[config.mk]
export PLATFORM = sky130hd
export DESIGN_NAME = xm_pipe_reg
export DESIGN_NICKNAME = d
export VERILOG_FILES = /design/src/verilog/mem_stage_pkg.sv /design/src/verilog/xm_pipe_reg.sv
export SDC_FILE = /design/constraint.sdc
export NUM_CORES = 1
export LEC_CHECK = 0
export BUFFER_PORTS_ARGS = -buffer_cell sky130_fd_sc_hd__buf_2
export CORE_MARGIN = 2
export CORE_UTILIZATION = 42
export CTS_CLUSTER_SIZE = 8
export DETAILED_ROUTE_END_ITERATION = 12
export PLACE_DENSITY_LB_ADDON = 0.12
export SKIP_CTS_REPAIR_TIMING = 1
export SLEW_MARGIN = 0
export SYNTH_ARGS = -nofsm -noshare
export SYNTH_HDL_FRONTEND = slang
export SYNTH_SLANG_ARGS = --single-unit
export TNS_END_PERCENT = 10
[constraint.sdc]
create_clock -name clk -period 1.1 [get_ports clk]
set_clock_uncertainty 0.1 [all_clocks]
set_input_delay 0.11 -clock clk [delete_from_list [all_inputs] [get_ports clk]]
set_output_delay 0.11 -clock clk [all_outputs]
set_load 0.03 [all_outputs]
[src/verilog/mem_stage_pkg.sv]
// Word, opcode, register index and dump state types with memory stage opcode constants
package mem_stage_pkg;

   ////////////////////////////////
   // Datapath types
   ////////////////////////////////

   // Data, address and instruction word
   typedef logic [15:0] word_t;

   // Instruction bits 15 to 11
   typedef logic [4:0] opcode_t;

   // Register file index
   typedef logic [2:0] reg_idx_t;

   // Dump sequencer states
   typedef enum logic [1:0] {
      idle,
      walk,
      finish
   } dump_state_t;

   ////////////////////////////////
   // Opcodes seen by this stage
   ////////////////////////////////

   // Memory operations share the 100 prefix
   localparam opcode_t op_st   = 5'b10000;
   localparam opcode_t op_ld   = 5'b10001;
   // Shift and load immediate, not a memory access
   localparam opcode_t op_slbi = 5'b10010;
   localparam opcode_t op_stu  = 5'b10011;
   localparam opcode_t op_lbi  = 5'b11000;
   // Jump and link forms write r7
   localparam opcode_t op_jal  = 5'b00110;
   localparam opcode_t op_jalr = 5'b00111;

endpackage
[src/verilog/xm_pipe_reg.sv]
// Memory to writeback pipeline register for instruction, PC, operands and results
module xm_pipe_reg (
   input  logic                    clk,
   input  logic                    reset,
   input  mem_stage_pkg::word_t    instruction,
   input  mem_stage_pkg::word_t    incr_pc,
   input  mem_stage_pkg::word_t    b_input,
   input  mem_stage_pkg::word_t    x_comp,
   input  mem_stage_pkg::word_t    read_data,
   input  logic                    reg_wrt,
   input  mem_stage_pkg::reg_idx_t dest_rd,
   output mem_stage_pkg::word_t    instruction_out,
   output mem_stage_pkg::word_t    incr_pc_out,
   output mem_stage_pkg::word_t    b_input_out,
   output mem_stage_pkg::word_t    x_comp_out,
   output mem_stage_pkg::word_t    read_data_out,
   output logic                    reg_wrt_out,
   output mem_stage_pkg::reg_idx_t xm_rd
);

   // One cycle slot, no stall
   always_ff @(posedge clk) begin
      if (reset) begin
         instruction_out <= '0;
         incr_pc_out     <= '0;
         b_input_out     <= '0;
         x_comp_out      <= '0;
         read_data_out   <= '0;
         reg_wrt_out     <= 1'b0;
         xm_rd           <= '0;
      end else begin
         instruction_out <= instruction;
         incr_pc_out     <= incr_pc;
         b_input_out     <= b_input;
         x_comp_out      <= x_comp;
         read_data_out   <= read_data;
         reg_wrt_out     <= reg_wrt;
         xm_rd           <= dest_rd;
      end
   end

endmodule

### After elaboration in Yosys (flattened, before gate mapping)

Index checks and enable logic that the tools add are counted.

* output and inout port bits: 84
* input port bits: 86
* flip-flop bits (word level): 84

### Logic depth before layout (Yosys ltp)

* depth after elaboration: 0
* gate-level depth with buffers: 3
* mapped depth without buffers: 1

### Least setup slack after synthesis

OpenSTA, ideal clock, no wires.

* path type: reg2out
* from: register b_input_out[0]
* to: output b_input_out[0]
* path buffers: 0
* slack: 0.431 ns
* arrival time: 0.459 ns
* cell stages (with the launch flop): 1
* cell sequence: dfxtp_1

RTL lines
* from (decl): line xm_pipe_reg.sv:14 `output mem_stage_pkg::word_t b_input_out,`
* from (signal assigned): line xm_pipe_reg.sv:34 `b_input_out <= b_input;`

No word-level cell between the ends.

### Worst setup path in the final report

* from: register b_input_out[2]
* to: output b_input_out[2]

No word-level cell between the ends.

==> results_dict.tcl <==
set metrics [dict create \
    start_kind "flop" \
    power_density_nw_per_um2 1481 \
    critPathTopFamily "flip-flops" \
    design.core.area_um2 5172 \
    area_delta_synth_final_pct 83.19 \
    start_util 0.4432 \
    fin_cells 507 \
    yosys-top-cells-count "dfxtp_1 (84), nor2b_1 (84), buf_6 (6)" \
    worst_slew_pin_slew_ns 0.1965 \
    synth_top_area_cell "dfxtp_1" \
    vias_per_cell 4.091 \
    async_flop_share 0 \
    grt_pass1_vias 1557 \
    path_depth 1 \
    synth_area_leaders "dfxtp_1 (73%), nor2b_1 (23%), buf_6 (2.9%)" \
    hold-path-cell-count 3 \
    required_ns 0.89 \
    cts-root-buf "clkbuf_8" \
    port_buffers 169 \
    die_area_um2 6065 \
    setup_violations 0 \
    seq_area_frac_synth 0.7336 \
    yosys.cell_types.count 5 \
    endpoint_kind "primary output" \
    crit_start "b_input_out[2]" \
    grt_max_degree 50 \
    cap_violations 0 \
    final_max_slew_viol_count 0 \
    postLayoutCoreUtil 0.8118 \
    leakage_nw 2.082 \
    worst-path-max-fanout 1 \
    fin_nets 520 \
    max_freq_ghz 0.9349 \
    grt_pass1_wl_um 7120 \
    remaining_drc_errors 0 \
    slowest_delay_ns 0.33 \
    placed_cells 409 \
    antennaDiodeCount 0 \
    antenna_found_initial 0 \
    finalHoldViolCount 0 \
    synth_ff_type "dfxtp_1" \
    ys_ff_latch 84 \
    overflow 0 \
    path_class "reg -> out" \
    outcome "finished, final reports clean" \
    place_congestion 0.7495 \
    clk_path_buf_depth 2 \
    crit_chain "buf_2" \
    wl_per_cell_um 12.77 \
    die_h_um 77.88 \
    ios 170 \
    fp.dieW_um 77.88 \
    drt_iter0_drc 66 \
    cts_tree "built" \
    relSlewSlack 0.8690 \
    htree_num_levels 3 \
    synth_area_um2 2292 \
    drive_above_1_share 0.4233 \
    rows 26 \
    vias 2074 \
    syn_area_per_cell_um2 12.95 \
    cp_slowest_cell "dfxtp_1" \
    totalWireLength_um 6472 \
    antenna_left 0 \
    dpl.hpwl_um 3692 \
    min_period_ns 1.070 \
    min_path_type "in -> reg" \
    clock-sinks 84 \
    cts_buffers 9 \
    syn-num-nets 263 \
    yosysTopAreaCellShare 0.7336 \
    cp.arrival_ns 0.86 \
    path_buf_inv 1 \
    crit_path_end "b_input_out[2]" \
    dr.pass1.iters 5 \
    synth_cells 177 \
    min_period_over_period 0.9724 \
    peakVddDrop_v 0.001114 \
    synth_edf_count 0 \
    ys_warn_count 0 \
    path_clk_slew_ns 0.08 \
    grt_use_total 0.1559 \
]
==> cells by family after synthesis <==
family	after synthesis	share of synthesized area
DFF	84	0.7336
and+or+nand+nor	84	0.2293
buffers and inverters	9	0.03712
==> report_power, final <==
group	leakage, nW	switching [mW]	internal [mW]
Sequential	0.700	0.0360	3.20
Combinational	1.29	0.556	0.498
Clock	0.0941	0.950	0.974
Total	2.08	1.54	4.67
==> metal layers <==
metal,vias up,GRT usage,routed length (µm)
li1,1038,-,-
met5,-,0,0
met1,934,0.1607,2402
met3,10,0.05581,451
met2,92,0.2698,3491
met4,0,0.09286,126
==> state kept, by name (all words and copies together) (netlist names) <==
signal           flops
instruction_out     16
b_input_out         16
xm_rd                3
reg_wrt_out          1
read_data_out       16
x_comp_out          16
incr_pc_out         16
==> cell type report <==
type	instances	area, µm²
Timing Repair Buffer	255	1729
Sequential cell	84	1682
Fill cell	316	973.4
Multi-Input combinational cell	84	525.5
Clock buffer	12	165.2
Tap cell	70	87.58
Clock inverter	2	10.01
==> worst min path at each step <==
stage	startpoint	to	slack, ns
after floorplan	b_input[0]	b_input_out[0]	0.14
after global placement	x_comp[5]	x_comp_out[5]	0.22
after detailed placement	dest_rd[2]	xm_rd[2]	0.22
after CTS	dest_rd[2]	xm_rd[2]	-0.13
after global routing	reset	read_data_out[12]	0.12
final	reset	read_data_out[9]	0.11
==> placed cells by master (no fill, tap or decap), drive strengths merged <==
cell,count
clkbuf,13
nor2b,84
dlygate4sd3,84
clkinv,2
buf,170
dfxtp,84
==> worst min-delay path, stage by stage <==
cell,delay [ns]
buf_2,0.14
buf_12,0.19
nor2b_1,0.06
==> metrics by stage <==
stage	setup TNS, ns	setup WS, ns	area (µm²)	hold WS (ns)	power, mW
CTS	0	0.01868	3356	-0.1296	6.027
floorplan	0	0.4307	2292	0.1382	3.809
finish	0	0.03037	4199	0.1146	6.217
global placement	0	0.3277	3181	0.2176	4.110
detailed placement	0	0.3170	3181	0.2216	4.117
global route	-0.01559	-0.01093	4199	0.1233	6.454
No activity file was read; power rests on OpenSTA's default activity.
