**config.mk**
```make
export PLATFORM = sky130hd
export DESIGN_NAME = dump_counter
export DESIGN_NICKNAME = d
export VERILOG_FILES = /design/src/verilog/mem_stage_pkg.sv /design/src/verilog/dump_counter.sv
export SDC_FILE = /design/constraint.sdc
export NUM_CORES = 1
export LEC_CHECK = 0
export BUFFER_PORTS_ARGS = -buffer_cell sky130_fd_sc_hd__buf_4
export CORE_AREA = 2 2 39 41
export CTS_BUF_LIST = sky130_fd_sc_hd__clkbuf_4
export DETAILED_ROUTE_END_ITERATION = 8
export DIE_AREA = 0 0 41 43
export GPL_TIMING_DRIVEN = 0
export PLACE_DENSITY = 0.66
export RECOVER_POWER = 50
export SLEW_MARGIN = 20
export SYNTH_ARGS = -nofsm -noshare
export SYNTH_HDL_FRONTEND = slang
export SYNTH_SLANG_ARGS = --single-unit
```
**constraint.sdc**
```tcl
create_clock -name clk -period 1.5 [get_ports clk]
set_input_delay 0.075 -clock clk [delete_from_list [all_inputs] [get_ports clk]]
set_output_delay 0.075 -clock clk [all_outputs]
set_load 0.005 [all_outputs]
```
**src/verilog/mem_stage_pkg.sv**
```systemverilog
// Word, opcode, register index and dump state types with memory stage opcode constants
package mem_stage_pkg;

   ////////////////////////////////
   // Datapath types
   ////////////////////////////////

   // Data, address and instruction word
   typedef logic [15:0] word_t;

   // Instruction bits 15 to 11
   typedef logic [4:0] opcode_t;

   // Register file index
   typedef logic [2:0] reg_idx_t;

   // Dump sequencer states
   typedef enum logic [1:0] {
      idle,
      walk,
      finish
   } dump_state_t;

   ////////////////////////////////
   // Opcodes seen by this stage
   ////////////////////////////////

   // Memory operations share the 100 prefix
   localparam opcode_t op_st   = 5'b10000;
   localparam opcode_t op_ld   = 5'b10001;
   // Shift and load immediate, not a memory access
   localparam opcode_t op_slbi = 5'b10010;
   localparam opcode_t op_stu  = 5'b10011;
   localparam opcode_t op_lbi  = 5'b11000;
   // Jump and link forms write r7
   localparam opcode_t op_jal  = 5'b00110;
   localparam opcode_t op_jalr = 5'b00111;

endpackage
```
**src/verilog/dump_counter.sv**
```systemverilog
// Dump address counter with clear, advance and last word flag
module dump_counter #(
   parameter int addr_bits = 8
) (
   input  logic                 clk,
   input  logic                 reset,
   input  logic                 count_clear,
   input  logic                 count_advance,
   output mem_stage_pkg::word_t dump_addr,
   output logic                 last_addr
);

   logic [addr_bits-1:0] count;

   // Clear wins over advance, otherwise hold
   always_ff @(posedge clk) begin
      if (reset || count_clear) begin
         count <= '0;
      end else if (count_advance) begin
         count <= count + 1'b1;
      end
   end

   // Zero extended to a full word
   assign dump_addr = mem_stage_pkg::word_t'(count);

   // Top word of memory
   assign last_addr = &count;

endmodule

```
## Word level (Yosys, flattened, before mapping)

Cells that the tools add are included.
W data, S select, Z words.

- Bits of input ports: 4
- Logic and storage cells: 4
- Register bits after elaboration: 8

- Add/subtract/negate cells: 1
- Reductions and logical operators: 2

Operators with widths:

| cell | count |
|---|---|
| $add A8 B1 Y8 const B | 1 |
| $reduce_and A8 Y1 | 1 |
| $logic_or A1 B1 Y1 | 1 |

## Logic depth before layout (Yosys ltp)

- Word-level depth: 1
- Depth in mapped cells: 4

## Worst setup path after synthesis

No wires, ideal clock.

- Path kind: register to register
- Start point: register count[0]
- End point: register count[6]
- Arrival time: 1.218 ns
- Library setup time: 0.070 ns
- Path slack: 0.211 ns
- Period minus slack after synthesis: 1.289 ns
- Stages on the path, launching flop included: 5
- Cells stage by stage: dfxtp_1 ha_1 nand3_1 or3_2 a21oi_1

- Cells in the longest elaborated chain, start to end: 1

RTL lines:

| item | line | RTL |
|---|---|---|
| start, declared | dump_counter.sv:13 | `logic [addr_bits-1:0] count;` |
| start signal, assigned | dump_counter.sv:20 | `count <= count + 1'b1;` |
| $add A8 B1 Y8 | dump_counter.sv:20 |  |

Every way passes these cells.
A chain may end at the register's enable or synchronous reset.

## Worst setup path in the final report

Same ends and word-level chain as after synthesis.

==> flow_metrics.env <==
export IMPL_period_share_pct=92.64
export IMPL_grt_pass1_wl_um=1324
export IMPL_p_int_uw=330.5
export IMPL_cp_required_ns=1.69
export IMPL_tns_ns=0
export IMPL_antenna_found_initial=0
export IMPL_wire_per_inst_um=8.709
export IMPL_grt_max_degree=9
export IMPL_power_density_nw_per_um2=743.6
export IMPL_finalPower_uw=421.5
export IMPL_regMostFlops="count"
export IMPL_cp_data_arrival_time_ns=1.58
export IMPL_num_rows=14
export IMPL_path_max_fanout=5
export IMPL_sequentialPowerShare_pct=51.6
export IMPL_largest_reg_flops=8
export IMPL_worst_setup_path_type="reg -> reg"
export IMPL_cts_buffers=3
export IMPL_top_regs="count x8"
export IMPL_ys_flop_type="dfxtp_1"
export IMPL_status="complete, no violations"
export IMPL_async_reset_ff_share_pct=0
export IMPL_clock_fmax_mhz=719.6
export IMPL_vias_per_cell=4.326
export IMPL_min_delay_path_class="in -> reg"
export IMPL_pwr_share_comb_pct=9.8
export IMPL_finalCriticalPeriod_ns=1.390
export IMPL_grt_overflow_total=0
export IMPL_rsz0062_at_grt="false"
export IMPL_grt_pass1_vias=332
export IMPL_synth_area_per_cell_um2=8.554
export IMPL_finClkSkew_ns=0.002746
export IMPL_cts_setup_buffers=0
export IMPL_setup_viol=0
export IMPL_p_sw_uw=90.95
export IMPL_cts_hold_buf=0
export IMPL_ys_seq_elements=8
export IMPL_final_hold_viol_count=0
export IMPL_cts_sinks=8
export IMPL_cts_max_level=1
export IMPL_clk_pin_slew_ns=0.05
export IMPL_ant_nets=0
export IMPL_startpoint_type="flip-flop"
export IMPL_dpl_cell_area_um2=548.0
export IMPL_postLayoutCellArea_um2=566.8
export IMPL_irDropWorstVdd_v=0.0004747
export IMPL_cts_tree="yes"
export IMPL_clkPwrFrac_pct=38.6
export IMPL_chipWidth_um=41
export IMPL_dieHeight_um=43
export IMPL_clk_latency_ns=0.25
export IMPL_switching_share_pct=21.58
export IMPL_ys_warn_count=0
export IMPL_maxCapViolCount=0
export IMPL_endpoint_kind="flip-flop"
export IMPL_place_congestion=0.7727
export IMPL_seq_area_frac_synth_pct=38.21
export IMPL_cts_resized=0
export IMPL_clock_root_buffer="clkbuf_4"
export IMPL_synth_edf_count=0
export IMPL_n_antenna_cell=0
export IMPL_syn2layout_area_growth_pct=35.22
export IMPL_synth_area_um2=419.2
export IMPL_clockBufferDepth=2
export IMPL_dieArea_um2=1763
export IMPL_core_area_um2=1384
export IMPL_drive_gt1_share_pct=37.14
export IMPL_start_util_pct=30.29
export IMPL_drt_iter0_markers=4
export IMPL_ioPinCount=21
export IMPL_netlist_instances=49
export IMPL_yosysUniqueCellTypes=21
export IMPL_grt_usage_pct=11.59
export IMPL_maxSlewViolCount=0
export IMPL_leakage_uw=0.0002471
export IMPL_wl_um=749
export IMPL_num_vias=372
export IMPL_dr_pass1_iters=3
export IMPL_drc=0
export IMPL_dp_hpwl_um=575.7
export IMPL_numPortBuffers=11
export IMPL_final_util_pct=40.96
export IMPL_layout_nets=77
==> power by group through the flow <==
stage / clock [uW] / combinational, uW / sequential [uW]
6_report: 163 / 41.4 / 217
5_1_grt: 180 / 48.2 / 218
4_1_cts: 170 / 41.2 / 217
3_5_place_dp: 0 / 41.1 / 222
3_3_place_gp: 0 / 40.7 / 222
2_1_floorplan: 0 / 31.7 / 222
==> path summary, 6_finish.rpt <==
path,cells after the start,endpoint,slack (ns),startpoint
max,4,count[6],0.11,count[0]
min reg2reg,2,count[6],0.50,count[6]
min,3,count[0],0.18,count_advance
max reg2reg,4,count[6],0.11,count[0]
==> kinds of logic after synthesis <==
group	count (synthesis)	share of synthesized area, %
AND/OR/NAND/NOR	18	22.98
adder cells (fa/ha/maj)	1	2.985
AO/OA/AOI/OAI	6	7.761
XOR/XNOR	4	8.360
buffers and inverters	10	16.42
other	1	0.8947
multiplexers	1	2.388
flip-flops	8	38.21
==> stage by stage <==
stage | hold WS [ns] | setup slack (ns) | std cells
after detailed placement | 0.4425 | 0.1298 | 83
after floorplan | 0.3801 | 0.2115 | 56
final | 0.1841 | 0.1103 | 86
after global routing | 0.2274 | 0.02866 | 86
after CTS | 0.1772 | 0.1067 | 86
after global placement | 0.4335 | 0.1494 | 83
==> metal layers <==
metal,track usage (%),up-vias,wire length (um)
li1,-,195,-
met1,12.70,161,303
met2,16.25,14,359
met3,4.712,2,79
met4,10.00,0,7
met5,0,-,0
==> final cells by class <==
type                    count  area (um^2)
plain buffers              10        68.82
multi-input cells          38        216.5
repair buffers             11        78.83
well taps                  16        20.02
flip-flops and latches      8        160.2
clock buffers               3        22.52
fillers                   144        817.0
==> cells in the mapped netlist, drive strengths merged, types with 2 or more instances <==
library cell	count	area, um^2
xor2	3	26.28
nand2	3	11.26
o21ai	2	10.01
nand3	3	20.02
nand4	2	12.51
buf	9	65.06
or3	2	15.01
nor2	5	18.77
dfxtp	8	160.2
a21oi	3	15.01
==> cell usage in the layout (no fill, tap or decap), drive strengths merged, types with 2 or more instances in the layout <==
| cell type | Yosys | layout |
|---|---|---|
| or3 | 2 | 2 |
| nand2 | 3 | 3 |
| nor2 | 5 | 5 |
| a21oi | 3 | 3 |
| conb | 1 | 8 |
| nand3 | 3 | 3 |
| nand4 | 2 | 2 |
| buf | 9 | 13 |
| dfxtp | 8 | 8 |
| xor2 | 3 | 3 |
| o21ai | 2 | 2 |
| clkbuf | 1 | 11 |
==> critical path, stage by stage, from the launching register on <==
cell and delay, ns:
dfxtp_1 0.42, ha_1 0.25, nand3_1 0.10, or3_2 0.41, a21oi_1 0.14
(Power assumes the default switching activity.)
