<file path="src/verilog/mem_stage_pkg.sv">
// Word, opcode, register index and dump state types with memory stage opcode constants
package mem_stage_pkg;

   ////////////////////////////////
   // Datapath types
   ////////////////////////////////

   // Data, address and instruction word
   typedef logic [15:0] word_t;

   // Instruction bits 15 to 11
   typedef logic [4:0] opcode_t;

   // Register file index
   typedef logic [2:0] reg_idx_t;

   // Dump sequencer states
   typedef enum logic [1:0] {
      idle,
      walk,
      finish
   } dump_state_t;

   ////////////////////////////////
   // Opcodes seen by this stage
   ////////////////////////////////

   // Memory operations share the 100 prefix
   localparam opcode_t op_st   = 5'b10000;
   localparam opcode_t op_ld   = 5'b10001;
   // Shift and load immediate, not a memory access
   localparam opcode_t op_slbi = 5'b10010;
   localparam opcode_t op_stu  = 5'b10011;
   localparam opcode_t op_lbi  = 5'b11000;
   // Jump and link forms write r7
   localparam opcode_t op_jal  = 5'b00110;
   localparam opcode_t op_jalr = 5'b00111;

endpackage
</file>
<file path="src/verilog/dmem_if.sv">
// Data memory access interface with decoder and memory modports
interface dmem_if #(
   parameter int addr_bits = 8
);

   // Access controls from the decoder
   logic                 enable;
   logic                 write;
   mem_stage_pkg::word_t address;
   mem_stage_pkg::word_t write_data;
   // Gated read result back from the memory
   mem_stage_pkg::word_t read_data;

   // Word select, low address bits only
   logic [addr_bits-1:0] word_sel;
   assign word_sel = address[addr_bits-1:0];

   modport decoder (
      output enable, write, address, write_data,
      input  read_data
   );

   modport memory (
      input  enable, write, address, word_sel, write_data,
      output read_data
   );

endinterface

</file>
<file path="src/verilog/mem_decode.sv">
// Memory control decode, store data forwarding and destination register parsing
module mem_decode (
   input  mem_stage_pkg::word_t    instruction,
   input  mem_stage_pkg::word_t    address,
   input  mem_stage_pkg::word_t    rt_in,
   input  logic                    wb_reg_wrt,
   input  mem_stage_pkg::reg_idx_t wb_rd,
   input  mem_stage_pkg::word_t    wb_rd_data,
   dmem_if.decoder                 dmem,
   output mem_stage_pkg::reg_idx_t dest_rd,
   output mem_stage_pkg::word_t    read_data
);

   mem_stage_pkg::opcode_t opcode;
   logic                   fwd_hit;

   assign opcode = instruction[15:11];

   ////////////////////////////////
   // Memory control
   ////////////////////////////////

   // Enable for st, ld, stu; slbi shares the prefix but skips memory
   assign dmem.enable = (opcode == mem_stage_pkg::op_st) ||
                        (opcode == mem_stage_pkg::op_ld) ||
                        (opcode == mem_stage_pkg::op_stu);
   // Only the two store forms write
   assign dmem.write = (opcode == mem_stage_pkg::op_st) ||
                       (opcode == mem_stage_pkg::op_stu);
   assign dmem.address = address;

   // Store source is rd field bits 7 to 5
   assign fwd_hit = wb_reg_wrt && (wb_rd == instruction[7:5]);
   // Writeback value wins over the stale operand
   assign dmem.write_data = fwd_hit ? wb_rd_data : rt_in;

   // Loads only, everything else passes zero
   assign read_data = (opcode == mem_stage_pkg::op_ld) ? dmem.read_data : '0;

   ////////////////////////////////
   // Destination register
   ////////////////////////////////

   always_comb begin
      if (opcode == mem_stage_pkg::op_slbi || opcode == mem_stage_pkg::op_lbi ||
          opcode == mem_stage_pkg::op_stu) begin
         dest_rd = instruction[10:8];
      end else if (opcode == mem_stage_pkg::op_jal || opcode == mem_stage_pkg::op_jalr) begin
         // Link register
         dest_rd = mem_stage_pkg::reg_idx_t'(7);
      end else if (opcode[4:3] == 2'b11) begin
         // Three register ALU forms
         dest_rd = instruction[4:2];
      end else begin
         dest_rd = instruction[7:5];
      end
   end

endmodule

</file>
<file path="src/flat_wrapper.sv">
// flat-port wrapper written by rule: the top's interface ports become plain ports
module mem_decode_flat 
  (instruction, address, rt_in, wb_reg_wrt, wb_rd, wb_rd_data, dest_rd, read_data, dmem_enable, dmem_write, dmem_address, dmem_write_data, dmem_read_data);
  dmem_if dmem_i ();
  input  mem_stage_pkg::word_t instruction;
  input  mem_stage_pkg::word_t address;
  input  mem_stage_pkg::word_t rt_in;
  input  logic wb_reg_wrt;
  input  mem_stage_pkg::reg_idx_t wb_rd;
  input  mem_stage_pkg::word_t wb_rd_data;
  output mem_stage_pkg::reg_idx_t dest_rd;
  output mem_stage_pkg::word_t read_data;
  output wire logic [$bits(dmem_i.enable)-1:0] dmem_enable;
  output wire logic [$bits(dmem_i.write)-1:0] dmem_write;
  output wire logic [$bits(dmem_i.address)-1:0] dmem_address;
  output wire logic [$bits(dmem_i.write_data)-1:0] dmem_write_data;
  input wire logic [$bits(dmem_i.read_data)-1:0] dmem_read_data;
  assign dmem_enable = dmem_i.enable;
  assign dmem_write = dmem_i.write;
  assign dmem_address = {>>{dmem_i.address}};
  assign dmem_write_data = dmem_i.write_data;
  assign dmem_i.read_data = dmem_read_data;
  mem_decode u_core (.instruction(instruction), .address(address), .rt_in(rt_in), .wb_reg_wrt(wb_reg_wrt), .wb_rd(wb_rd), .wb_rd_data(wb_rd_data), .dmem(dmem_i), .dest_rd(dest_rd), .read_data(read_data));
endmodule
</file>
<file path="config.mk">
export PLATFORM = sky130hd
export DESIGN_NAME = mem_decode_flat
export DESIGN_NICKNAME = d
export VERILOG_FILES = /design/src/verilog/mem_stage_pkg.sv /design/src/verilog/dmem_if.sv /design/src/verilog/mem_decode.sv /design/src/flat_wrapper.sv
export SDC_FILE = /design/constraint.sdc
export NUM_CORES = 1
export LEC_CHECK = 0
export ABC_AREA = 1
export CELL_PAD_IN_SITES_DETAIL_PLACEMENT = 1
export CELL_PAD_IN_SITES_GLOBAL_PLACEMENT = 2
export CORE_MARGIN = 5
export CORE_UTILIZATION = 25
export DETAILED_ROUTE_END_ITERATION = 10
export DONT_BUFFER_PORTS = 1
export PLACE_DENSITY = 0.92
export SYNTH_ARGS = -nofsm -noshare
export SYNTH_HDL_FRONTEND = slang
export SYNTH_SLANG_ARGS = --single-unit
</file>
<file path="constraint.sdc">
create_clock -name vclk -period 1.35
set_input_delay 0.135 -clock vclk [all_inputs]
set_output_delay 0.135 -clock vclk [all_outputs]
set_load 0.05 [all_outputs]
</file>
# [Yosys cells after proc, flatten, opt, wreduce, memory -nomap -nowiden]
# Index checks and enable logic that the tools add are counted.
[word_totals] ff_bits=0 output_inout_bits=53
[classes] n_eq_ne=9 muxes=5 reduce_logical=7
[op_table] operator="$mux 16" n=2
[op_table] operator="$eq 5x5->1 const B" n=5
[op_table] operator="$eq 5x3->1 const B" n=2
[op_table] operator="$mux 3" n=3
[op_table] operator="$logic_or 1x1->1" n=6
[op_table] operator="$eq 3x3->1" n=1
[op_table] operator="$eq 2x2->1 const B" n=1
[op_table] operator="$logic_and 1x1->1" n=1

# [Longest topological paths before layout]
# Gate-level depths: netlist of the first run.
[depth] ltp_word=4 mapped_depth=8 ltp_nobuf=7

# [Worst setup path before layout of the first run]
# Ideal clock, no wire load.
[synth_path] kind="input port to output port" from="input instruction[14]" to="output dmem_write" arrival_time_ns=1.411 t_required_ns=1.215 slack_ns=-0.196 stages=3 cell_sequence="nor2_1 nand2_1 nor3_1"
[synth_via] elab_chain_cells=2 word_cells_on_any_way=3
[synth_lines] element="start, declared" line="flat_wrapper.sv:5" rtl="input mem_stage_pkg::word_t instruction;"
[synth_lines] element="$eq 5x5->1, on equally long branches" line="mem_decode.sv:28, mem_decode.sv:29"
[synth_lines] element="$logic_or 1x1->1 (*)" line="mem_decode.sv:28" rtl="assign dmem.write = (opcode == mem_stage_pkg::op_st) ||"
[synth_lines] element="end, declared" line="flat_wrapper.sv:14" rtl="output wire logic [$bits(dmem_i.write)-1:0] dmem_write;"
# Mark *: on every way between the ends. The rest lies on a longest branch, timed or not.

# [Worst setup path in the final report of the first run]
[layout_path] from="input wb_rd[1]" to="output dmem_write_data[10]"
[layout_via] elab_chain_cells=3
[layout_lines] element="start, declared" line="flat_wrapper.sv:9" rtl="input mem_stage_pkg::reg_idx_t wb_rd;"
[layout_lines] element="$eq 3x3->1" line="mem_decode.sv:33" rtl="assign fwd_hit = wb_reg_wrt && (wb_rd == instruction[7:5]);"
[layout_lines] element="$logic_and 1x1->1" line="mem_decode.sv:33"
[layout_lines] element="$mux 16" line="mem_decode.sv:35" rtl="assign dmem.write_data = fwd_hit ? wb_rd_data : rt_in;"
[layout_lines] element="end, declared" line="flat_wrapper.sv:16" rtl="output wire logic [$bits(dmem_i.write_data)-1:0] dmem_write_data;"
# No other way between the ends.

==> results of run 1 <==
critical path, delay by kind of cell:
kind,cells,cell delay (ps)
simple gates,5,520
buf+inv,3,380
cell type report:
cell class                 count  area, sq um  area share (%)
timing repair buffer          36        470.5           42.39
tap                           33        41.29           3.720
inverter                      25        93.84           8.456
multi-input combinational    108        504.2           45.43
per-layer routing:
metal / track usage (%) / share of wire [%] / up-vias
met1: 11.05 / 27 / 433
li1: - / - / 474
met4: 0 / 0 / 0
met3: 8.319 / 16 / 0
met5: 0 / 0 / -
met2: 28.86 / 56 / 66
worst max-delay path by stage:
stage                          startpoint                   to  slack [ps]
after global routing      instruction[11]        read_data[10]          80
after CTS                        wb_rd[1]   dmem_write_data[0]         160
after floorplan           instruction[11]        read_data[10]         -80
after global placement           wb_rd[1]   dmem_write_data[0]         200
final                            wb_rd[1]  dmem_write_data[10]         180
after detailed placement         wb_rd[1]  dmem_write_data[10]         160
power by group through the flow:
stage / logic (uW) / registers (uW) / clock network, uW
after floorplan: 480 / 0 / 0
after global placement: 557 / 0 / 0
after detailed placement: 568 / 0 / 0
after CTS: 569 / 0 / 0
after global routing: 593 / 0 / 0
final: 561 / 0 / 0
cells by family after synthesis:
logic type             Yosys count  synth area share [%]
buffers and inverters           45                 33.61
and+or+nand+nor                107                 65.72
AOI/OAI and AO/OA                1                0.6649
through the flow:
step                area [sq um]  worst slack (ps)  TNS, ps
floorplan                  757.0            -79.99   -799.9
global placement            1110             199.4        0
detailed placement          1110             162.9        0
CTS                         1110             159.7        0
global route                1110             75.96        0
finish                      1110             180.6        0
placed cells by master (no fill, tap or decap), drive strengths merged:
cell type,count
buf,36
inv,25
nand2,56
nand3,24
nor2,25
nor3,2
o21ai,1
==> summary.txt, run 1 <==
Routability cong.: 0.6527
CTS hold repair buffers: 0
Number of distinct library cells after synthesis: 16
Largest net degree at the start of global routing: 17
Area of the core: 2978 sq um
CP max stage cell: buf_4
Layout net count: 255
Port buffer count: 0
Post-synthesis sequential area ratio: 0%
Area contributors post-synth: nand2_1 (26%), buf_4 (16%), nand3_1 (15%)
Total Routing Usage GR: 13.71%
GRT overflow: 0
Critical path cell sequence: inv_1 > nand2_1 > nand2_2 > nor2_8 > buf_4 > nand3_1 > nand2_1 > buf_12
Combinational fraction of design power: 100.0%
Synth warn: 0
Critical path class: in -> out
Fin crit period: 1169 ps
Filler cells: 384
Largest fanout on the critical path: 10
Antenna cells: 0
DR vias/cell: 4.817
Vias: 973
Max Transition Viols Final: 0
Worst Hold Class: in -> out
I/O pins: 137
Routed wire length: 2961 um
TritonRoute pass-1 iters: 3
Crit-path max cell delay: 190 ps
CP arrival: 1030 ps
Site row count: 20
Worst VDD drop: 0.1832 mV
Synth Instances: 153
Die area: 4205 sq um
Reg area: 0 sq um
First-pass GRT wire length: 4781 um
Die span in y: 64.85 um
Fin crit share: 86.63%
Final setup violating endpoints: 0
Post-synth top area share: 25.96%
Net switching power: 347.0 uW
Total power: 560.8 uW
P_leak: 0.0006933 uW
Core Util, Final: 37.27%
DR iter-0 viols: 12
Crit path top cell by count: nand2_1
Power density over the cells: 505.3 nW/um^2
Seq cells: 0
Routed Antenna Nets: 0
Worst Tran Pin Value: 465.6 ps
Vias in the first global route: 1073
DRC: 0
Mapped Area: 752.0 sq um
Switching Fraction: 61.88%
Peak Freq: 855.1 MHz
MaxCap Viol Count: 0
Worst Hold End: dmem_address[12]
Hold depth: 0
Wirelength per Cell: 14.66 um
Sequential fraction of design power: 0%
CTS resizes: 0
P&R area growth vs syn: 47.59%
Chip Width: 64.85 um
Initial antenna violation count: 0
Worst Hold Launch: address[12]
Non-Filler Instances: 202
Max_slew headroom: 68.89%
CP Capture Type: output port
Critical Path RT: 1220 ps
Placed wire-length estimate: 2782 um
Syn_nets: 237
Final Hold Fails: 0
Synth top cells by count: nand2_1 (52), inv_1 (24), nand3_1 (23), nor2_1 (22), buf_4 (16)
Share of post-route cells with drive strength above 1: 27.81%
Mean Syn Cell Area: 4.915 sq um
Top-count cell post-synth: nand2_1
Setup Buffers After CTS: 0
Hold Slack: 270.1 ps
Outcome: complete, no violations
CP startpoint kind: input port
Clk network pwr share: 0%
Layout clock buffer count: 0
Initial core utilization: 25.25%
# placed instances: 202
Internal: 213.8 uW
RSZ-0062 raised after global routing: no
Largest area contributor in the netlist: nand2_1
Power figures use the tool's default switching activity.
==> run 2, diff against run 1 <==
Settings changed: CORE_ASPECT_RATIO from default to 1.4, CORE_MARGIN 5 to default, SETUP_SLACK_MARGIN from default to 0.5.
==> summary.txt, run 2 (synthesized netlist as in run 1, its figures left out) <==
Outcome: complete, no violations
DR iter-0 viols: 8
Area of the core: 2849 sq um
Largest fanout on the critical path: 8
Routability cong.: 0.7601
Total Routing Usage GR: 16.68%
DRT met1 WL: 1000 um
Crit path max-delay family: simple AND/OR/NAND/NOR gates
Fin crit share: 79.79%
DRC: 0
Power density over the cells: 398.7 nW/um^2
Antenna cells: 0
GRT overflow: 0
Vias: 969
Site row count: 23
Crit path top cell by count: nand2_4
Worst Hold Class: in -> out
Initial core utilization: 26.39%
Most frequent cells in the layout: nand2_4 (27), nor2_4 (20), inv_1 (17)
Max Transition Viols Final: 0
DR vias/cell: 5.182
Critical Path RT: 1220 ps
RSZ-0062 raised after global routing: yes
TritonRoute pass-1 iters: 3
CTS hold repair buffers: 0
Total stage count of the critical path: 7
CP max stage cell: nor2_8
Worst Tran Pin Value: 342.3 ps
Fin crit period: 1077 ps
Max_slew headroom: 77.12%
Routed wl met3: 296 um
Crit path buffers/inverters: 2
Design area: 1687 sq um
Vias in the first global route: 963
Setup TNS: 0 ps
Hold depth: 0
Die area: 3234 sq um
P_leak: 0.0006767 uW
Placed cell areas: 1316 sq um
Final Hold Fails: 0
MaxCap Viol Count: 0
Critical path cell sequence: inv_12 > nand2_4 > nand2_4 > nor2_8 > buf_12 > nand3_1 > nand2_4
Initial antenna violation count: 0
Routed wire length: 3174 um
CP arrival: 940 ps
CP startpoint kind: input port
P&R area growth vs syn: 124.3%
Worst VDD drop: 0.1827 mV
Layout clock buffer count: 0
Routed Antenna Nets: 0
I/O pins: 137
Peak Freq: 928.3 MHz
Layout net count: 236
Reg area: 0 sq um
Largest net degree at the start of global routing: 17
Share of post-route cells with drive strength above 1: 75.33%
Wirelength per Cell: 16.97 um
Most common cell after layout, fill and taps aside: nand2_4
First-pass GRT wire length: 4443 um
Chip Width: 48.35 um
Critical path class: in -> out
Crit-path max cell delay: 200 ps
Filler cells: 309
Die span in y: 66.89 um
Placed wire-length estimate: 2335 um
CP Capture Type: output port
Port buffer count: 0
Met2 routed WL: 1842 um
Top Metal Used: met4
Final setup violating endpoints: 0
Seq cells: 0
-- run 2: cell count changes in the layout (fill, tap and decap cells not counted), sizes merged --
cell,delta
buf,-21
clkbuf,+1
nand2,+1
-- run 2: final timing paths --
kind / startpoint / end / slack (ps)
setup / recovery: instruction[7] / dmem_write_data[11] / 270
hold / removal: address[4] / dmem_address[4] / 270
-- run 2: power by group --
group | internal, uW | switching, uW
Sequential | 0 | 0
Combinational | 214 | 458
Clock | 0 | 0
-- run 2: repair_timing --
item                                    CTS  global route
pin swaps                                11            16
endpoints found under the setup margin   37            36
gates resized for setup                  30            23
gates cloned                              2             2
endpoints found under the hold margin     0             0
setup buffers                             3             1
-- run 2: final cells by class --
type               instances  area, sq um  area share, %
multi-input cells        109         1239          73.44
repair buffers            16        252.7          14.99
inverters                 25        148.9          8.828
well taps                 37        46.29          2.745
-- run 2: stage by stage --
stage	cells	util [%]	hold slack, ps	power (uW)	worst slack (ps)
after CTS	184	53.32	270.3	623.5	269.7
after global placement	179	46.20	270.3	556.3	175.5
after global routing	187	59.20	270.1	701.4	236.7
after detailed placement	179	46.20	270.3	571.3	140.0
final	187	59.20	270.0	672.5	272.8
after floorplan	153	-	398.1	663.1	294.2
-- run 2: routing by layer --
| metal | up-vias | GRT usage, % |
|---|---|---|
| met1 | 441 | 16.84 |
| met3 | 6 | 6.621 |
| met4 | 0 | 1.838 |
| met5 | - | 0 |
| li1 | 447 | - |
| met2 | 75 | 32.92 |
