===== src/verilog/mem_stage_pkg.sv =====
// Word, opcode, register index and dump state types with memory stage opcode constants
package mem_stage_pkg;

   ////////////////////////////////
   // Datapath types
   ////////////////////////////////

   // Data, address and instruction word
   typedef logic [15:0] word_t;

   // Instruction bits 15 to 11
   typedef logic [4:0] opcode_t;

   // Register file index
   typedef logic [2:0] reg_idx_t;

   // Dump sequencer states
   typedef enum logic [1:0] {
      idle,
      walk,
      finish
   } dump_state_t;

   ////////////////////////////////
   // Opcodes seen by this stage
   ////////////////////////////////

   // Memory operations share the 100 prefix
   localparam opcode_t op_st   = 5'b10000;
   localparam opcode_t op_ld   = 5'b10001;
   // Shift and load immediate, not a memory access
   localparam opcode_t op_slbi = 5'b10010;
   localparam opcode_t op_stu  = 5'b10011;
   localparam opcode_t op_lbi  = 5'b11000;
   // Jump and link forms write r7
   localparam opcode_t op_jal  = 5'b00110;
   localparam opcode_t op_jalr = 5'b00111;

endpackage

===== src/verilog/dump_sequencer.sv =====
// Dump state machine driving counter control and the valid/ready dump stream
module dump_sequencer (
   input  logic clk,
   input  logic reset,
   input  logic dump,
   input  logic dump_ready,
   input  logic last_addr,
   output logic count_clear,
   output logic count_advance,
   output logic dump_valid,
   output logic dump_done
);

   mem_stage_pkg::dump_state_t state;
   mem_stage_pkg::dump_state_t state_next;

   ////////////////////////////////
   // State register
   ////////////////////////////////

   always_ff @(posedge clk) begin
      if (reset) begin
         state <= mem_stage_pkg::idle;
      end else begin
         state <= state_next;
      end
   end

   // Next state
   always_comb begin
      state_next = state;
      case (state)
         mem_stage_pkg::idle: begin
            // Start only from idle, pulses during a walk are dropped
            if (dump) begin
               state_next = mem_stage_pkg::walk;
            end
         end
         mem_stage_pkg::walk: begin
            // Final word accepted
            if (dump_ready && last_addr) begin
               state_next = mem_stage_pkg::finish;
            end
         end
         default: begin
            state_next = mem_stage_pkg::idle;
         end
      endcase
   end

   ////////////////////////////////
   // Outputs
   ////////////////////////////////

   assign dump_valid    = (state == mem_stage_pkg::walk);
   // Counter back to zero alongside the walk entry
   assign count_clear   = (state == mem_stage_pkg::idle) && dump;
   // Step on each accepted word
   assign count_advance = dump_valid && dump_ready;
   // One cycle done flag
   assign dump_done     = (state == mem_stage_pkg::finish);

endmodule


===== config.mk =====
export PLATFORM = sky130hd
export DESIGN_NAME = dump_sequencer
export DESIGN_NICKNAME = d
export VERILOG_FILES = /design/src/verilog/mem_stage_pkg.sv /design/src/verilog/dump_sequencer.sv
export SDC_FILE = /design/constraint.sdc
export NUM_CORES = 1
export LEC_CHECK = 0
export ABC_CLOCK_PERIOD_IN_PS = 1430
export BUFFER_PORTS_ARGS = -buffer_cell sky130_fd_sc_hd__buf_2
export CAP_MARGIN = 20
export CORE_AREA = 2 2 39 41
export CTS_CLUSTER_SIZE = 28
export DETAILED_ROUTE_END_ITERATION = 10
export DIE_AREA = 0 0 41 43
export PLACE_DENSITY_LB_ADDON = 0.2
export SKIP_LAST_GASP = 1
export SYNTH_ARGS = -nofsm -noshare
export SYNTH_HDL_FRONTEND = slang
export SYNTH_SLANG_ARGS = --single-unit

===== constraint.sdc =====
create_clock -name clk -period 1.43 [get_ports clk]
set_input_delay 0.2145 -clock clk [delete_from_list [all_inputs] [get_ports clk]]
set_output_delay 0.2145 -clock clk [all_outputs]
set_load 0.05 [all_outputs]

Word-level counts from Yosys, hierarchy flattened
Cells that the tools add are included.
{"block": "totals", "output_inout_bits": 4, "in_bits": 5, "wordCells": 13, "regBits": 2}
{"block": "op_classes", "n_eq_ne": 4, "n_reduce_logical": 5, "mux": 3}
{"cell": "2-bit 2-to-1 mux", "count": 2}
{"cell": "2-bit case mux with 2 select lines", "count": 1}
{"cell": "1-bit logical AND", "count": 3}
{"cell": "2-bit by 1-bit equality test with 1-bit output (second input constant)", "count": 1}
{"cell": "2-bit equality test (second input constant)", "count": 1}
{"cell": "2-bit logical NOT", "count": 1}
{"cell": "2-bit by 1-bit != test with 1-bit output (second input constant)", "count": 1}
{"cell": "2-bit != test (second input constant)", "count": 1}
{"cell": "2-bit AND reduction", "count": 1}

Depth between registers and ports, before layout
Gate-level depths: netlist of run 1.
{"block": "depth", "ltp_word": 3, "mapped_depth": 2, "depth_no_buf": 2}

Worst setup path after synthesis of run 1
Ideal clock, no wire load.
{"block": "synth_path", "kind": "reg-to-output", "start": "register state[1]", "end": "output count_clear", "t_arrival_ps": 1521, "slack_ps": -306, "stages_incl_launch_ff": 2, "path_buffers": 0, "t_required_ps": 1216, "path_cell_list": "dfxtp_1 -> nor3b_1"}
{"block": "synth_via", "elab_chain_len": 2}
{"item": "from (decl)", "line": "dump_sequencer.sv:14", "source": "mem_stage_pkg::dump_state_t state;"}
{"item": "from (signal assigned)", "line": "dump_sequencer.sv:23", "source": "state <= mem_stage_pkg::idle;"}
{"item": "from (signal assigned)", "line": "dump_sequencer.sv:25", "source": "state <= state_next;"}
{"item": "2-bit logical NOT", "line": "dump_sequencer.sv:57", "source": "assign count_clear = (state == mem_stage_pkg::idle) && dump;"}
{"item": "1-bit logical AND", "line": "dump_sequencer.sv:57"}
{"item": "to (decl)", "line": "dump_sequencer.sv:8", "source": "output logic count_clear,"}
No other way between the ends.

Final worst setup path of run 1
{"block": "layout_path", "start": "register state[0]", "end": "output count_advance"}
{"block": "layout_via", "elab_chain_len": 2}
{"item": "2-bit by 1-bit equality test with 1-bit output", "line": "dump_sequencer.sv:55", "source": "assign dump_valid = (state == mem_stage_pkg::walk);"}
{"item": "1-bit logical AND", "line": "dump_sequencer.sv:59", "source": "assign count_advance = dump_valid && dump_ready;"}
{"item": "to (decl)", "line": "dump_sequencer.sv:9", "source": "output logic count_advance,"}
No other way between the ends.

==> flow_metrics.env, run 1 <==
export IMPL_status="complete, no violations"
export IMPL_antenna_found_initial=0
export IMPL_crit_slowest_cell="dfxtp_1"
export IMPL_p_comb_frac=0.223
export IMPL_r2r_worst_path_cells=2
export IMPL_seqPwrFrac=0.268
export IMPL_p_leak_nw=0.102
export IMPL_drive_gt1_frac=0.762
export IMPL_drv_cap=0
export IMPL_fin_crit_ps=1340
export IMPL_avgSynthCellArea_um2=11.0
export IMPL_track_usage=0.0370
export IMPL_final_cell_count_no_fill=37
export IMPL_cts_tree="built"
export IMPL_cts_buffers=3
export IMPL_firstDrtPassIters=1
export IMPL_r2r_end="state[1]"
export IMPL_routed_wl_um=243
export IMPL_cp_endpoint="count_advance"
export IMPL_fmax_mhz=747
export IMPL_seq_area_frac_synth=0.364
export IMPL_slew_limit_headroom=0.835
export IMPL_die_width_um=41
export IMPL_die_area_um2=1760
export IMPL_p_int_uw=171
export IMPL_worstSetupStartpoint="state[0]"
export IMPL_ant_nets=0
export IMPL_io_pins=9
export IMPL_p_sw_uw=65.8
export IMPL_critical_path_buf_inv_count=1
export IMPL_place_ws_ps=275
export IMPL_syn_nets=15
export IMPL_ys_ff_latch=2
export IMPL_place_congestion=0.507
export IMPL_fin_util=0.145
export IMPL_vias=120
export IMPL_vias_per_cell=3.24
export IMPL_finalWorstSetupSlack_ps=91.3
export IMPL_cts_root_buf="clkbuf_4"
export IMPL_grt_pass1_vias=107
export IMPL_cts_hold_buf=0
export IMPL_largest_reg_flops=2
export IMPL_switching_share=0.278
export IMPL_antenna_diode_count=0
export IMPL_area_delta_synth_final_pct=81.8
export IMPL_clock_path_buffers=2
export IMPL_clk_pin_slew_ps=30
export IMPL_p_per_area_nw_per_um2=1180
export IMPL_hold_path_class="in2reg"
export IMPL_die_h_um=43
export IMPL_dp_cells=34
export IMPL_fin_tns_setup_ps=0
export IMPL_port_buffer_count=8
export IMPL_fin_skew_ps=3.35
export IMPL_num_rows=14
export IMPL_top_regs="state: 2 flops"
export IMPL_grt_pass1_wl_um=358
export IMPL_overflow=0
export IMPL_finalHoldViolations=0
export IMPL_nets=28
export IMPL_netlist_cell_type_count=9
export IMPL_worstMarginPinSlew_ps=250
export IMPL_post_synth_inst_count=10
export IMPL_fp_coreArea_um2=1380
export IMPL_cp_depth=3
export IMPL_drtIter0Drc=0
export IMPL_pwr_share_clk=0.509
export IMPL_critPathKind="reg2out"
export IMPL_r2r_slack_ps=650
export IMPL_grt_max_degree=6
export IMPL_regMostFlops="state"
export IMPL_peakVddDrop_uv=164
export IMPL_setup_viol=0
export IMPL_clk_latency_ps=220
export IMPL_r2r_start="state[0]"
export IMPL_htree_levels=1
export IMPL_required_ps=1220
export IMPL_crit_fanout=5
export IMPL_worstPathArrival_ps=1120
export IMPL_min_period_over_period=0.936
export IMPL_start_kind="flop"
export IMPL_cp_top_family="flip-flops"
export IMPL_wl_per_cell_um=6.57
export IMPL_power_total_uw=237
export IMPL_slew_violations=0
export IMPL_max_stage_delay_ps=380
export IMPL_postCtsSetupRepairBufs=0
export IMPL_yosys_warnings=0
export IMPL_crit_chain="nor2b_4 -> and2_2 -> clkbuf_4"
export IMPL_rsz0062_at_grt="false"
export IMPL_initial_core_util=0.0796
export IMPL_cts_sinks=2
export IMPL_syn_area_um2=110
export IMPL_route_detailed_drc=0
export IMPL_end_kind="primary output"
synthesized netlist by cell type:
| cell type | n | area (um2) |
|---|---|---|
| and3_1 | 1 | 6.26 |
| and2b_2 | 1 | 8.76 |
| nor2_1 | 1 | 3.75 |
| dfxtp_1 | 2 | 40.0 |
| nor2b_4 | 1 | 13.8 |
| and2_2 | 1 | 7.51 |
| nor4_2 | 1 | 12.5 |
| and4b_1 | 1 | 10.0 |
| nor3b_1 | 1 | 7.51 |
area by class of cell:
class,count,area [um2]
clock buffers,3,22.5
repair buffers,8,42.5
fillers,160,1180
multi-input cells,8,75.1
flip-flops and latches,2,40.0
well taps,16,20.0
power groups by stage:
stage | Combinational (mW) | Sequential (mW) | Clock (mW)
after global routing | 0.0584 | 0.0640 | 0.129
after global placement | 0.0528 | 0.0642 | 0
after detailed placement | 0.0528 | 0.0642 | 0
after CTS | 0.0528 | 0.0635 | 0.127
final | 0.0529 | 0.0634 | 0.120
after floorplan | 0.0392 | 0.0632 | 0
timing repair:
action                     CTS  global route
hold endpoints to repair     0             0
resized for setup            0             1
setup endpoints to repair    0             1
metal layers:
layer  track usage  share of wire  up-vias
met1        0.0190           0.37       52
met4        0.0400              0        0
met3        0.0471           0.13        0
li1              -              -       60
met5             0              0        -
met2        0.0500           0.50        8
cells in the final DEF, fill, tap and decap left out:
cell      netlist  final
nor2_1          1      1
and2_2          1      1
clkbuf_4        0      4
nor4_2          1      1
buf_2           0      7
and3_1          1      1
dfxtp_1         2      2
nor2b_4         1      1
nor3b_2         0      1
and2b_2         1      1
and4b_1         1      1
cell families after synthesis:
group,count (synthesis),synth area share
and+or+nand+nor,8,0.636
DFF,2,0.364
metrics by stage:
step	hold slack, ps	cell area [um2]
finish	180	200
global route	185	200
CTS	174	198
detailed placement	405	175
global placement	404	175
floorplan	288	115
worst min-delay path by stage:
stage | from | endpoint | cells past startpoint
after global routing | reset | state[0] | 2
final | reset | state[0] | 2
after detailed placement | reset | state[0] | 2
after global placement | reset | state[0] | 2
after CTS | reset | state[0] | 2
after floorplan | reset | state[0] | 1
No activity file was read; power rests on OpenSTA's default activity.
==> run 2, diff against run 1 <==
ABC_AREA = 1   (was not set)
==> run 2 against run 1 <==
Compared with the run above:
- flip-flop and latch count is the same
- wire length grew 23%
- first-iteration DRC count increased by 6
- clock-buffer cell count is the same
- cell count up 14%
- power increased by 2.5%
- maximum frequency up 2.4%
- synthesized cell count up 50%
- hold slack worse by 10 ps
- sequential power shrank 1%
- core utilization down 0.81 points
==> flow_metrics.env, run 2 <==
export IMPL_status="complete, no violations"
export IMPL_fin_skew_ps=0.802
export IMPL_top_regs="state: 2 flops"
export IMPL_finalHoldViolations=0
export IMPL_antenna_found_initial=0
export IMPL_largest_reg_flops=2
export IMPL_cts_root_buf="clkbuf_4"
export IMPL_grt_max_degree=5
export IMPL_syn_nets=20
export IMPL_slew_limit_headroom=0.834
export IMPL_ys_ff_latch=2
export IMPL_final_common_cell="buf_2"
export IMPL_cts_buffers=3
export IMPL_dpl_hpwl_um=234
export IMPL_vias_per_cell=2.98
export IMPL_antenna_diode_count=0
export IMPL_die_area_um2=1760
export IMPL_netlist_cell_type_count=9
export IMPL_cts_hold_buf=0
export IMPL_peakVddDrop_uv=297
export IMPL_crit_fanout=4
export IMPL_cts_sinks=2
export IMPL_synth_edf_count=0
export IMPL_synthXorXnorAreaFrac=0
export IMPL_clk_pin_slew_ps=30
export IMPL_crit_slowest_cell="dfxtp_1"
export IMPL_final_cell_count_no_fill=42
export IMPL_routed_wl_um=298
export IMPL_synth_area_leaders="dfxtp_1 (38%), inv_1 (14%), nor3_2 (9.4%), a21oi_2 (8.2%), nand2_1 (7.1%)"
export IMPL_fill_cells=158
export IMPL_grt_pass1_vias=128
export IMPL_io_pins=9
export IMPL_port_buffer_count=8
export IMPL_slew_violations=0
export IMPL_setup_viol=0
export IMPL_postCtsSetupRepairBufs=0
export IMPL_firstDrtPassIters=3
export IMPL_critical_path_buf_inv_count=1
export IMPL_yosysTopAreaCell="dfxtp_1"
export IMPL_area_delta_synth_final_pct=77.6
export IMPL_cts_tree="built"
export IMPL_cp_top_family="flip-flops"
export IMPL_async_reset_ff_frac=0
export IMPL_wl_per_cell_um=7.10
export IMPL_seq_area_frac_synth=0.376
export IMPL_synth_most_common_cell="inv_1"
export IMPL_max_stage_delay_ps=370
export IMPL_worstPathArrival_ps=1090
export IMPL_route_detailed_drc=0
export IMPL_die_width_um=41
export IMPL_synth_compound_area_frac=0.0824
export IMPL_critPathKind="reg2out"
export IMPL_nets=33
export IMPL_dp_cells=39
export IMPL_place_congestion=0.598
export IMPL_clock_path_buffers=2
export IMPL_ant_nets=0
export IMPL_avgSynthCellArea_um2=7.09
export IMPL_crit_chain="nand2_1 -> nor2_1 -> buf_2"
export IMPL_drtIter0Drc=6
export IMPL_required_ps=1220
export IMPL_htree_levels=1
export IMPL_synth_top_family_by_area="simple AND/OR/NAND/NOR gates"
export IMPL_num_rows=14
export IMPL_rsz0062_at_grt="false"
export IMPL_synth_main_ff_cell="dfxtp_1"
export IMPL_overflow=0
export IMPL_synth_simple_area_share=0.400
export IMPL_p_leak_nw=0.106
export IMPL_syn_area_um2=106
export IMPL_hold_path_class="in2reg"
export IMPL_fin_tns_setup_ps=0
export IMPL_start_kind="flop"
export IMPL_synth_area_mux_share=0
export IMPL_die_h_um=43
export IMPL_synth_commonest_cells="inv_1 (4), dfxtp_1 (2), nand2_1 (2), nor2_1 (2)"
export IMPL_drv_cap=0
export IMPL_grt_pass1_wl_um=531
export IMPL_fmax_mhz=765
export IMPL_fp_coreArea_um2=1380
export IMPL_end_kind="primary output"
export IMPL_regMostFlops="state"
export IMPL_power_total_uw=243
export IMPL_yosys_warnings=0
export IMPL_track_usage=0.0511
export IMPL_cts_resized=0
export IMPL_post_synth_inst_count=15
export IMPL_synth_adder_area_share=0
export IMPL_p_per_area_nw_per_um2=1280
export IMPL_yosysTopAreaCellShare=0.376
export IMPL_worstMarginPinSlew_ps=251
export IMPL_clk_latency_ps=220
export IMPL_drive_gt1_frac=0.577
export IMPL_initial_core_util=0.0769
export IMPL_fin_crit_ps=1310
export IMPL_vias=125
export IMPL_layout_common_cells="buf_2 (8), inv_1 (4), clkbuf_4 (3)"
export IMPL_min_period_over_period=0.914
==> run 2: routing by layer <==
layer / GRT usage / up-vias / routed length [um]
met5: 0 / - / 0
met4: 0.0600 / 0 / 0
met3: 0.0524 / 0 / 50
met2: 0.0375 / 11 / 82
met1: 0.0639 / 47 / 164
li1: - / 67 / -
==> run 2: area by class of cell <==
cell class | instances | area (um2) | area share
Sequential cell | 2 | 40.0 | 0.212
Multi-Input combinational cell | 9 | 51.3 | 0.272
Inverter | 4 | 15.0 | 0.0795
Clock buffer | 3 | 22.5 | 0.119
Tap cell | 16 | 20.0 | 0.106
Timing Repair Buffer | 8 | 40.0 | 0.212
==> run 2: path summary, 6_finish.rpt <==
check,from,to,slack [ps],depth (start not counted)
setup / recovery,state[0],count_advance,120,3
hold / removal,reset,state[0],170,2
setup reg to reg,state[0],state[1],740,2
hold reg to reg,state[0],state[0],530,2
==> run 2: cells by family (layout without fill, tap and decap cells) <==
logic type	after synthesis	count (layout)
AO/OA/AOI/OAI	1	1
buffers and inverters	4	15
AND/OR/NAND/NOR	8	8
flip-flops	2	2
==> run 2: metrics by stage <==
stage / cell area, um2 / hold WS, ps / setup WS (ps) / utilization
2_1_floorplan: 106 / 277 / 103 / -
3_3_place_gp: 166 / 404 / 358 / 0.120
3_5_place_dp: 166 / 401 / 361 / 0.120
4_1_cts: 189 / 164 / 116 / 0.137
5_1_grt: 189 / 167 / 28.4 / 0.137
6_report: 189 / 169 / 123 / 0.137
==> run 2: where the power goes <==
| group | total, mW | internal (mW) | switching, mW |
|---|---|---|---|
| sequential | 0.0626 | 0.0594 | 0.00320 |
| clock | 0.125 | 0.0926 | 0.0325 |
| combinational | 0.0549 | 0.0149 | 0.0400 |
| total | 0.243 | 0.167 | 0.0757 |
==> run 3, diff against run 2 <==
--- a/config.mk
+++ b/config.mk
@@ -11,8 +11,9 @@
 export CAP_MARGIN = 20
 export CORE_AREA = 2 2 39 41
+export CTS_BUF_LIST = sky130_fd_sc_hd__clkbuf_16
 export CTS_CLUSTER_SIZE = 28
 export DETAILED_ROUTE_END_ITERATION = 10
 export DIE_AREA = 0 0 41 43
-export PLACE_DENSITY_LB_ADDON = 0.2
+export PLACE_DENSITY_LB_ADDON = 0.05
 export SKIP_LAST_GASP = 1
 export SYNTH_ARGS = -nofsm -noshare
==> constraint.sdc (replaced) <==
create_clock -name clk -period 1.43 [get_ports clk]
set_input_delay 0.0715 -clock clk [delete_from_list [all_inputs] [get_ports clk]]
set_output_delay 0.0715 -clock clk [all_outputs]
set_load 0.05 [all_outputs]
==> run 3 against run 2 <==
Compared with the run above:
- cell count is the same
- non-clock buffer count is the same
- clock power grew to 3.4 times the previous value
- sequential power is essentially flat
==> flow_metrics.env, run 3 (synthesis results as in run 2) <==
export IMPL_status="complete, no violations"
export IMPL_p_sw_uw=107
export IMPL_required_ps=1360
export IMPL_end_kind="primary output"
export IMPL_htree_levels=1
export IMPL_critical_path_buf_inv_count=1
export IMPL_seqPwrFrac=0.116
export IMPL_p_int_uw=430
export IMPL_num_rows=14
export IMPL_hold_ws_ps=41.6
export IMPL_grt_pass1_wl_um=476
export IMPL_drive_gt1_frac=0.577
export IMPL_p_leak_nw=0.129
export IMPL_cp_top_family="flip-flops"
export IMPL_drv_cap=0
export IMPL_die_width_um=41
export IMPL_port_buffer_count=8
export IMPL_antenna_found_initial=0
export IMPL_worstMarginPinSlew_ps=250
export IMPL_start_kind="flop"
export IMPL_critPathKind="reg2out"
export IMPL_crit_slowest_cell="dfxtp_1"
export IMPL_pwr_share_clk=0.781
export IMPL_switching_share=0.199
export IMPL_fin_skew_ps=0.160
export IMPL_die_h_um=43
export IMPL_initial_core_util=0.0769
export IMPL_finalHoldViolations=0
export IMPL_fin_crit_ps=1150
export IMPL_overflow=0
export IMPL_nets=33
export IMPL_cts_tree="built"
export IMPL_peakVddDrop_uv=775
export IMPL_vias=120
export IMPL_slew_limit_headroom=0.834
export IMPL_track_usage=0.0511
export IMPL_routed_wl_um=316
export IMPL_wl_per_cell_um=7.52
export IMPL_worstPathArrival_ps=1070
export IMPL_crit_chain="nand2_1 -> nor2_1 -> buf_2"
export IMPL_fin_tns_setup_ps=0
export IMPL_fp_coreArea_um2=1380
export IMPL_die_area_um2=1760
export IMPL_p_per_area_nw_per_um2=2220
export IMPL_antenna_diode_count=0
export IMPL_clock_path_buffers=2
export IMPL_cts_buffers=3
export IMPL_layout_common_cells="buf_2 (8), inv_1 (4), clkbuf_16 (3)"
export IMPL_top_regs="state: 2 flops"
export IMPL_drtIter0Drc=0
export IMPL_slew_violations=0
export IMPL_largest_reg_flops=2
export IMPL_place_congestion=0.527
export IMPL_clk_latency_ps=220
export IMPL_postCtsSetupRepairBufs=0
export IMPL_final_common_cell="buf_2"
export IMPL_area_delta_synth_final_pct=127
export IMPL_grt_max_degree=5
export IMPL_vias_per_cell=2.86
export IMPL_firstDrtPassIters=1
export IMPL_crit_fanout=4
export IMPL_setup_viol=0
export IMPL_cts_sinks=2
export IMPL_rsz0062_at_grt="false"
export IMPL_route_detailed_drc=0
export IMPL_io_pins=9
export IMPL_clk_pin_slew_ps=30
export IMPL_cts_root_buf="clkbuf_16"
export IMPL_ant_nets=0
export IMPL_cts_hold_buf=0
export IMPL_p_comb_frac=0.102
export IMPL_fmax_mhz=872
export IMPL_cts_resized=0
export IMPL_max_stage_delay_ps=370
export IMPL_regMostFlops="state"
export IMPL_min_period_over_period=0.802
export IMPL_hold_path_class="in2reg"
export IMPL_fill_cells=164
export IMPL_grt_pass1_vias=149
run 3: power groups by stage:
stage | sequential [mW] | clock, mW | combinational [mW]
2_1_floorplan | 0.0626 | 0 | 0.0402
3_3_place_gp | 0.0636 | 0 | 0.0555
3_5_place_dp | 0.0634 | 0 | 0.0558
4_1_cts | 0.0626 | 0.429 | 0.0560
5_1_grt | 0.0631 | 0.434 | 0.0594
6_report | 0.0625 | 0.419 | 0.0549
run 3: final timing paths:
check             startpoint             to  slack (ps)  cells past startpoint
setup / recovery    state[0]  count_advance         280                      3
hold / removal         reset       state[0]          40                      2
setup reg to reg    state[0]       state[1]         730                      2
hold reg to reg     state[0]       state[0]         530                      2
run 3: per-stage QoR:
step | power (mW) | worst slack (ps) | cell area, um2 | util | cells
after CTS | 0.548 | 273 | 241 | 0.175 | 42
after global routing | 0.556 | 190 | 241 | 0.175 | 42
after floorplan | 0.103 | 246 | 106 | - | 15
after detailed placement | 0.119 | 510 | 166 | 0.120 | 39
final | 0.537 | 284 | 241 | 0.175 | 42
after global placement | 0.119 | 506 | 166 | 0.120 | 39
run 3: metal layers:
layer,up-vias,routed length [um],GRT usage
met2,3,168,0.0563
met5,-,0,0
met1,51,120,0.0383
met4,0,0,0.100
met3,0,27,0.0314
li1,66,-,-
run 3: cell type report:
| cell class | instances | area (um2) | area share |
|---|---|---|---|
| sequential | 2 | 40.0 | 0.166 |
| inverter | 4 | 15.0 | 0.0622 |
| multi-input combinational | 9 | 51.3 | 0.212 |
| timing repair buffer | 8 | 40.0 | 0.166 |
| clock buffer | 3 | 75.1 | 0.311 |
| tap | 16 | 20.0 | 0.0829 |
